<file path="src/hdl/memory_bus_pkg.sv">
// Memory map and bank geometry for the doubleword SRAM subsystem.
// Only the 0x8xxx_xxxx window is backed; 32 KiB split over two 32-bit banks.
// Row count is fixed here. Changing sram_aw resizes both banks together.

package memory_bus_pkg;

	// Bus side widths.
	localparam int addr_w  = 64; // Full core address.
	localparam int dword_w = 64; // One bus doubleword.
	localparam int strb_w  = dword_w / 8; // Byte strobes per doubleword.

	// Bank geometry.
	localparam int sram_aw     = 12; // Row address bits per bank.
	localparam int sram_depth  = 1 << sram_aw; // 4096 rows.
	localparam int lane_w      = 32; // One bank word.
	localparam int lane_strb_w = lane_w / 8; // Byte strobes per bank word.

	// Region decode.
	// Bits under the mask are ignored, the rest must match the tag.
	localparam logic [addr_w-1:0] sram_region_mask = 64'h0000_0000_0FFF_FFFF;
	localparam logic [addr_w-1:0] sram_region_tag  = 64'h0000_0000_8FFF_FFFF;

	// Lower word of the pair is lo, on bits 31:0.
	typedef struct packed {
		logic [lane_w-1:0] hi;
		logic [lane_w-1:0] lo;
	} lane_pair_t;

	// Same 64 bits, seen as one word or as two bank lanes.
	typedef union packed {
		logic [dword_w-1:0] whole;
		lane_pair_t         lanes;
	} dword_u;

	// Sizes must agree or the union views drift apart.
	// Caught at elaboration by the struct and vector width mismatch.

endpackage
</file>
<file path="src/hdl/sram_port_if.sv">
// Request and read-data bundle for one 32-bit SRAM bank.
// No clock inside; the bank samples it on its own clock edge.

`timescale 1ns/1ps

interface sram_port_if;
	import memory_bus_pkg::*;

	logic                   en;     // Row access this cycle.
	logic [sram_aw-1:0]     addr;   // Row index.
	logic [lane_w-1:0]      data_w; // Write word.
	logic [lane_strb_w-1:0] wstrb;  // Byte write enables, zero for reads.
	logic [lane_w-1:0]      data_r; // Registered read word.

	// Steering side.
	modport ctrl (
		output en,
		output addr,
		output data_w,
		output wstrb
	);

	// Bank itself.
	modport mem (
		input  en,
		input  addr,
		input  data_w,
		input  wstrb,
		output data_r
	);

	// Read merger only looks at the data.
	modport rd (
		input data_r
	);

endinterface

</file>
<file path="src/hdl/read_merge.sv">
// Turns the two bank read words back into one doubleword response.
// Response valid follows every request one cycle later, with no back-pressure.
// Misses return zero; the banks are not touched for them.

`timescale 1ns/1ps

module read_merge (
	input  logic                               CLK,
	input  logic                               rst,
	input  logic                               mem_req_valid,
	input  logic                               hit,
	input  logic                               swap,
	sram_port_if.rd                            port_eve,
	sram_port_if.rd                            port_odd,
	output logic [memory_bus_pkg::dword_w-1:0] mem_data_r,
	output logic                               mem_rsp_valid
);
	import memory_bus_pkg::*;

	logic   hit_q;  // Request in flight was in the window.
	logic   swap_q; // Request in flight had bit 2 set.
	dword_u rdata;  // Assembled response.

	// Request attributes, captured only when a request is taken.
	always_ff @(posedge CLK) begin
		if (rst) begin
			hit_q  <= 1'b0;
			swap_q <= 1'b0;
		end else if (mem_req_valid) begin
			hit_q  <= hit;
			swap_q <= swap;
		end
	end

	// Handshake, one cycle behind the request.
	always_ff @(posedge CLK) begin
		if (rst) begin
			mem_rsp_valid <= 1'b0;
		end else begin
			mem_rsp_valid <= mem_req_valid; // Every request answers.
		end
	end

	// Undo the lane crossing done on the write side.
	always_comb begin
		if (swap_q) begin
			rdata.lanes.lo = port_odd.data_r;
			rdata.lanes.hi = port_eve.data_r;
		end else begin
			rdata.lanes.lo = port_eve.data_r;
			rdata.lanes.hi = port_odd.data_r;
		end
		if (!hit_q) begin
			rdata.whole = '0; // Outside the window.
		end
	end

	assign mem_data_r = rdata.whole;

	// A window hit from the steer only comes with a taken request.
	a_hit_needs_req: assert property (
		@(posedge CLK) disable iff (rst)
		hit |-> mem_req_valid
	) else $error("Window hit flagged without a request.");

endmodule

</file>
<file path="src/flat_wrapper.sv">
// flat-port wrapper written by rule: the top's interface ports become plain ports
module read_merge_flat import memory_bus_pkg::*;
  (CLK, rst, mem_req_valid, hit, swap, mem_data_r, mem_rsp_valid, port_eve_data_r, port_odd_data_r);
  sram_port_if port_eve_i ();
  sram_port_if port_odd_i ();
  input  logic CLK;
  input  logic rst;
  input  logic mem_req_valid;
  input  logic hit;
  input  logic swap;
  output logic [memory_bus_pkg::dword_w-1:0] mem_data_r;
  output logic mem_rsp_valid;
  input wire logic [$bits(port_eve_i.data_r)-1:0] port_eve_data_r;
  input wire logic [$bits(port_odd_i.data_r)-1:0] port_odd_data_r;
  assign port_eve_i.data_r = port_eve_data_r;
  assign port_odd_i.data_r = port_odd_data_r;
  read_merge u_core (.CLK(CLK), .rst(rst), .mem_req_valid(mem_req_valid), .hit(hit), .swap(swap), .port_eve(port_eve_i), .port_odd(port_odd_i), .mem_data_r(mem_data_r), .mem_rsp_valid(mem_rsp_valid));
endmodule
</file>
<file path="config.mk">
export PLATFORM = sky130hd
export DESIGN_NAME = read_merge_flat
export DESIGN_NICKNAME = d
export VERILOG_FILES = /design/src/hdl/memory_bus_pkg.sv /design/src/hdl/sram_port_if.sv /design/src/hdl/read_merge.sv /design/src/flat_wrapper.sv
export SDC_FILE = /design/constraint.sdc
export NUM_CORES = 1
export LEC_CHECK = 0
export BUFFER_PORTS_ARGS = -buffer_cell sky130_fd_sc_hd__buf_2
export CAP_MARGIN = 20
export CORE_ASPECT_RATIO = 1.2
export CORE_MARGIN = 3
export CORE_UTILIZATION = 32
export CTS_CLUSTER_SIZE = 16
export DETAILED_ROUTE_END_ITERATION = 10
export HOLD_SLACK_MARGIN = 0.12
export PLACE_DENSITY = 0.78
export SKIP_LAST_GASP = 1
export SYNTH_ARGS = -nofsm -noshare
export SYNTH_HDL_FRONTEND = slang
export SYNTH_SLANG_ARGS = --single-unit
</file>
<file path="constraint.sdc">
create_clock -name CLK -period 1 [get_ports CLK]
set_input_delay 0.15 -clock CLK [delete_from_list [all_inputs] [get_ports CLK]]
set_output_delay 0.15 -clock CLK [all_outputs]
set_load 0.01 [all_outputs]
</file>
==> flow_summary_export.csv <==
group,metric,value,unit
cells_and_area,n_antenna_cell,0,
sta,slew_headroom,89.38,%
sta,fin_crit_sh,140.9,%
pwr,ir_worst_vdd,0.5547,mV
global_route,grt_pass1_vias,1516,
cts,cts_max_level,1,
sta,fmax,709.6,MHz
cells_and_area,seq_area,63.81,µm²
sta,setup_violations,64,
logic_synthesis,yosysSeqAreaShare,4.781,%
drt,wl,3946,µm
logic_synthesis,synth.avg_cell_area,8.375,µm²
sta,grt_setup_unrepaired,"true",
run,cap_viol_max_count,0,
drt,drc,0,
placement,place_worst_setup_slack,-0.1961,ns
status,violations,"setup timing",
worst_setup_path,critical_path.startpoint,"u_core.swap_q$_SDFFE_PP0P_",
hold_path,hp-start,"swap",
worst_setup_path,cp-end-kind,"primary output",
sta,tightest_slew,0.1549,ns
sta,fin_hold_ws,0.1900,ns
placement,place.gp.congestion,0.7303,
logic_synthesis,syn_inst,150,
floorplan,initial_core_util,34.01,%
worst_setup_path,r2r-start,"u_core.swap_q$_SDFFE_PP0P_",
floorplan,die_y,74.64,µm
global_route,grt_max_degree,38,
logic_synthesis,synth-seq-cells,3,
cts,clkTransAtPathRegs,0.03,ns
global_route,antenna_found_initial,0,
placement,dp_hpwl,3102,µm
cts,numCtsBuffers,3,
logic_synthesis,synth_top_area_cell,"mux2i_1",
cells_and_area,drive_gt1_share,52.63,%
drt,wl_per_cell,11.71,µm
sta,drv_slew,0,
logic_synthesis,synth_cell_types,9,
status,status,"finished with violations",
drt,num_vias,1565,
pwr,netSwitchingFraction,34.85,%
drt,wl_met1,1347,µm
logic_synthesis,syn_area,1256,µm²
pwr,p_int,0.0008320,W
drt,drtIter0Drc,17,
pwr,total_leakage_power,1.106,nW
pwr,power.share.clock,27.7,%
floorplan,fp.dieArea,4717,µm²
pwr,p_seq_share,10.6,%
logic_synthesis,synthMuxAreaShare,52.59,%
logic_synthesis,ys_warn_count,0,
pwr,p_comb_share,61.7,%
logic_synthesis,synthTopCellsByArea,"mux2i_1, nor2b_1, buf_8",
worst_setup_path,critPathSlowestCell,"dfxtp_4",
cells_and_area,final_nets,355,
drt,ant_nets,0,
sta,fin_skew,0,ns
drt,wl_met3,407,µm
placement,portBuffers,133,
cts,cts_buffer_depth,2,
worst_setup_path,cp.arrival,1.26,ns
pwr,finalPower,0.001277,W
cts,cts_sinks,3,
worst_setup_path,required,0.85,ns
worst_setup_path,crit_type,"reg -> out",
pwr,p_switching,0.0004451,W
hold_path,min-delay-path-class,"in -> reg",
drt,wl_met2,2172,µm
floorplan,rows,24,
pwr,p_per_area,606.5,nW/µm²
logic_synthesis,synth_top_area_share,52.59,%
cts,cts_tree,"built",
cells_and_area,area_delta_synth_final,67.63,%
sta,timing.setup.tns,-23.21,ns
cells_and_area,multi_input_area,1081,µm²
floorplan,die_w,63.20,µm
cells_and_area,final_common_cell,"buf_2",
sta,layout_min_cycle_time,1.409,ns
worst_setup_path,cp_cell_sequence,"buf_12 -> mux2i_1 -> nor2b_1 -> buf_2",
worst_setup_path,worstSetupStartpointType,"flop",
logic_synthesis,synth_top_family_by_area,"multiplexers",
worst_setup_path,path_max_fanout,28,
cts,clk_latency,0.22,ns
logic_synthesis,synthAdderAreaFrac,0,%
floorplan,coreArea,3694,µm²
worst_setup_path,slowest_delay,0.38,ns
sta,setup_ws,-0.4092,ns
sta,hold_violations,0,
cts,root_buffer,"clkbuf_8",
floorplan,boundaryPins,134,
logic_synthesis,synth_compound_area_share,0,%
drt,top_layer_used,"met4",
drt,drt-pass1-iter-count,2,
worst_setup_path,cpLargestDelayFamily,"flip-flops",
logic_synthesis,syn-num-nets,219,
cells_and_area,fill_cells,355,
cells_and_area,final_cell_mix,"buf_2, mux2i_1, nor2b_1",
global_route,grt_pass1_wl,6389,µm
worst_setup_path,critPathBufInv,2,
global_route,grt_usage,16.25,%
logic_synthesis,synthSimpleGateAreaFrac,32.97,%
global_route,overflow,0,
drt,avgViaCountPerCell,4.644,
logic_synthesis,synth_xor_xnor_area_share,0,%
[tightest hold or removal path, stage by stage]
cell and delay, ns:
buf_2 0.08, mux2i_1 0.06, nor2_1 0.08
[power by group through the flow]
stage	Clock [W]	Combinational, W	Sequential [W]
floorplan	0	0.000447	0.000133
global placement	0	0.000719	0.000135
detailed placement	0	0.000741	0.000136
CTS	0.000366	0.000791	0.000135
global route	0.000379	0.000870	0.000136
finish	0.000354	0.000788	0.000136
[cell usage after synthesis]
| cell type | instances |
|---|---|
| mux2i_1 | 66 |
| clkbuf_1 | 6 |
| buf_2 | 1 |
| nor2b_1 | 65 |
| dfxtp_1 | 3 |
| nor2_1 | 2 |
| buf_6 | 1 |
| buf_8 | 5 |
| buf_4 | 1 |
[final cells by class]
class	instances	area share (%)
flip-flops and latches	3	3.030
clock buffers	4	2.139
multi-input cells	133	51.34
repair buffers	145	40.40
well taps	52	3.090
[logic make-up (layout without fill, tap and decap cells)]
logic type,count (synthesis),count (layout)
and+or+nand+nor,67,67
DFF,3,3
muxes,66,66
buffers and inverters,14,149
[sequential cells by signal (all words and copies together) (netlist names)]
| register | flops |
|---|---|
| u_core.hit_q | 1 |
| u_core.mem_rsp_valid | 1 |
| u_core.swap_q | 1 |
[worst paths after layout]
path              slack (ns)  cells past startpoint                    endpoint
setup / recovery       -0.41                      4              mem_data_r[10]
hold reg to reg         0.75                      3   u_core.hit_q$_SDFFE_PP0P_
hold / removal          0.19                      3  u_core.swap_q$_SDFFE_PP0P_
setup reg to reg        0.11                      4  u_core.swap_q$_SDFFE_PP0P_
[stage by stage]
| stage | area (µm²) | util (%) | std cells |
|---|---|---|---|
| floorplan | 1261 | - | 150 |
| global placement | 1954 | 52.91 | 327 |
| detailed placement | 1954 | 52.91 | 327 |
| CTS | 2091 | 56.61 | 337 |
| global route | 2106 | 57.01 | 337 |
| finish | 2106 | 57.01 | 337 |
[routing by layer]
layer / vias up / GRT usage (%)
li1: 781 / -
met2: 86 / 34.23
met1: 696 / 16.86
met3: 2 / 2.985
met4: 0 / 2.878
met5: - / 0
[what timing repair did]
| action | in CTS | in global routing |
|---|---|---|
| gates cloned | 2 | 0 |
| resized for setup | 3 | 4 |
| endpoints found under the hold margin | 2 | 0 |
| setup buffers | 3 | 0 |
| hold buffers | 1 | 0 |
| setup endpoints to repair | 64 | 64 |
Note: power is estimated with default switching activity, not from simulation.
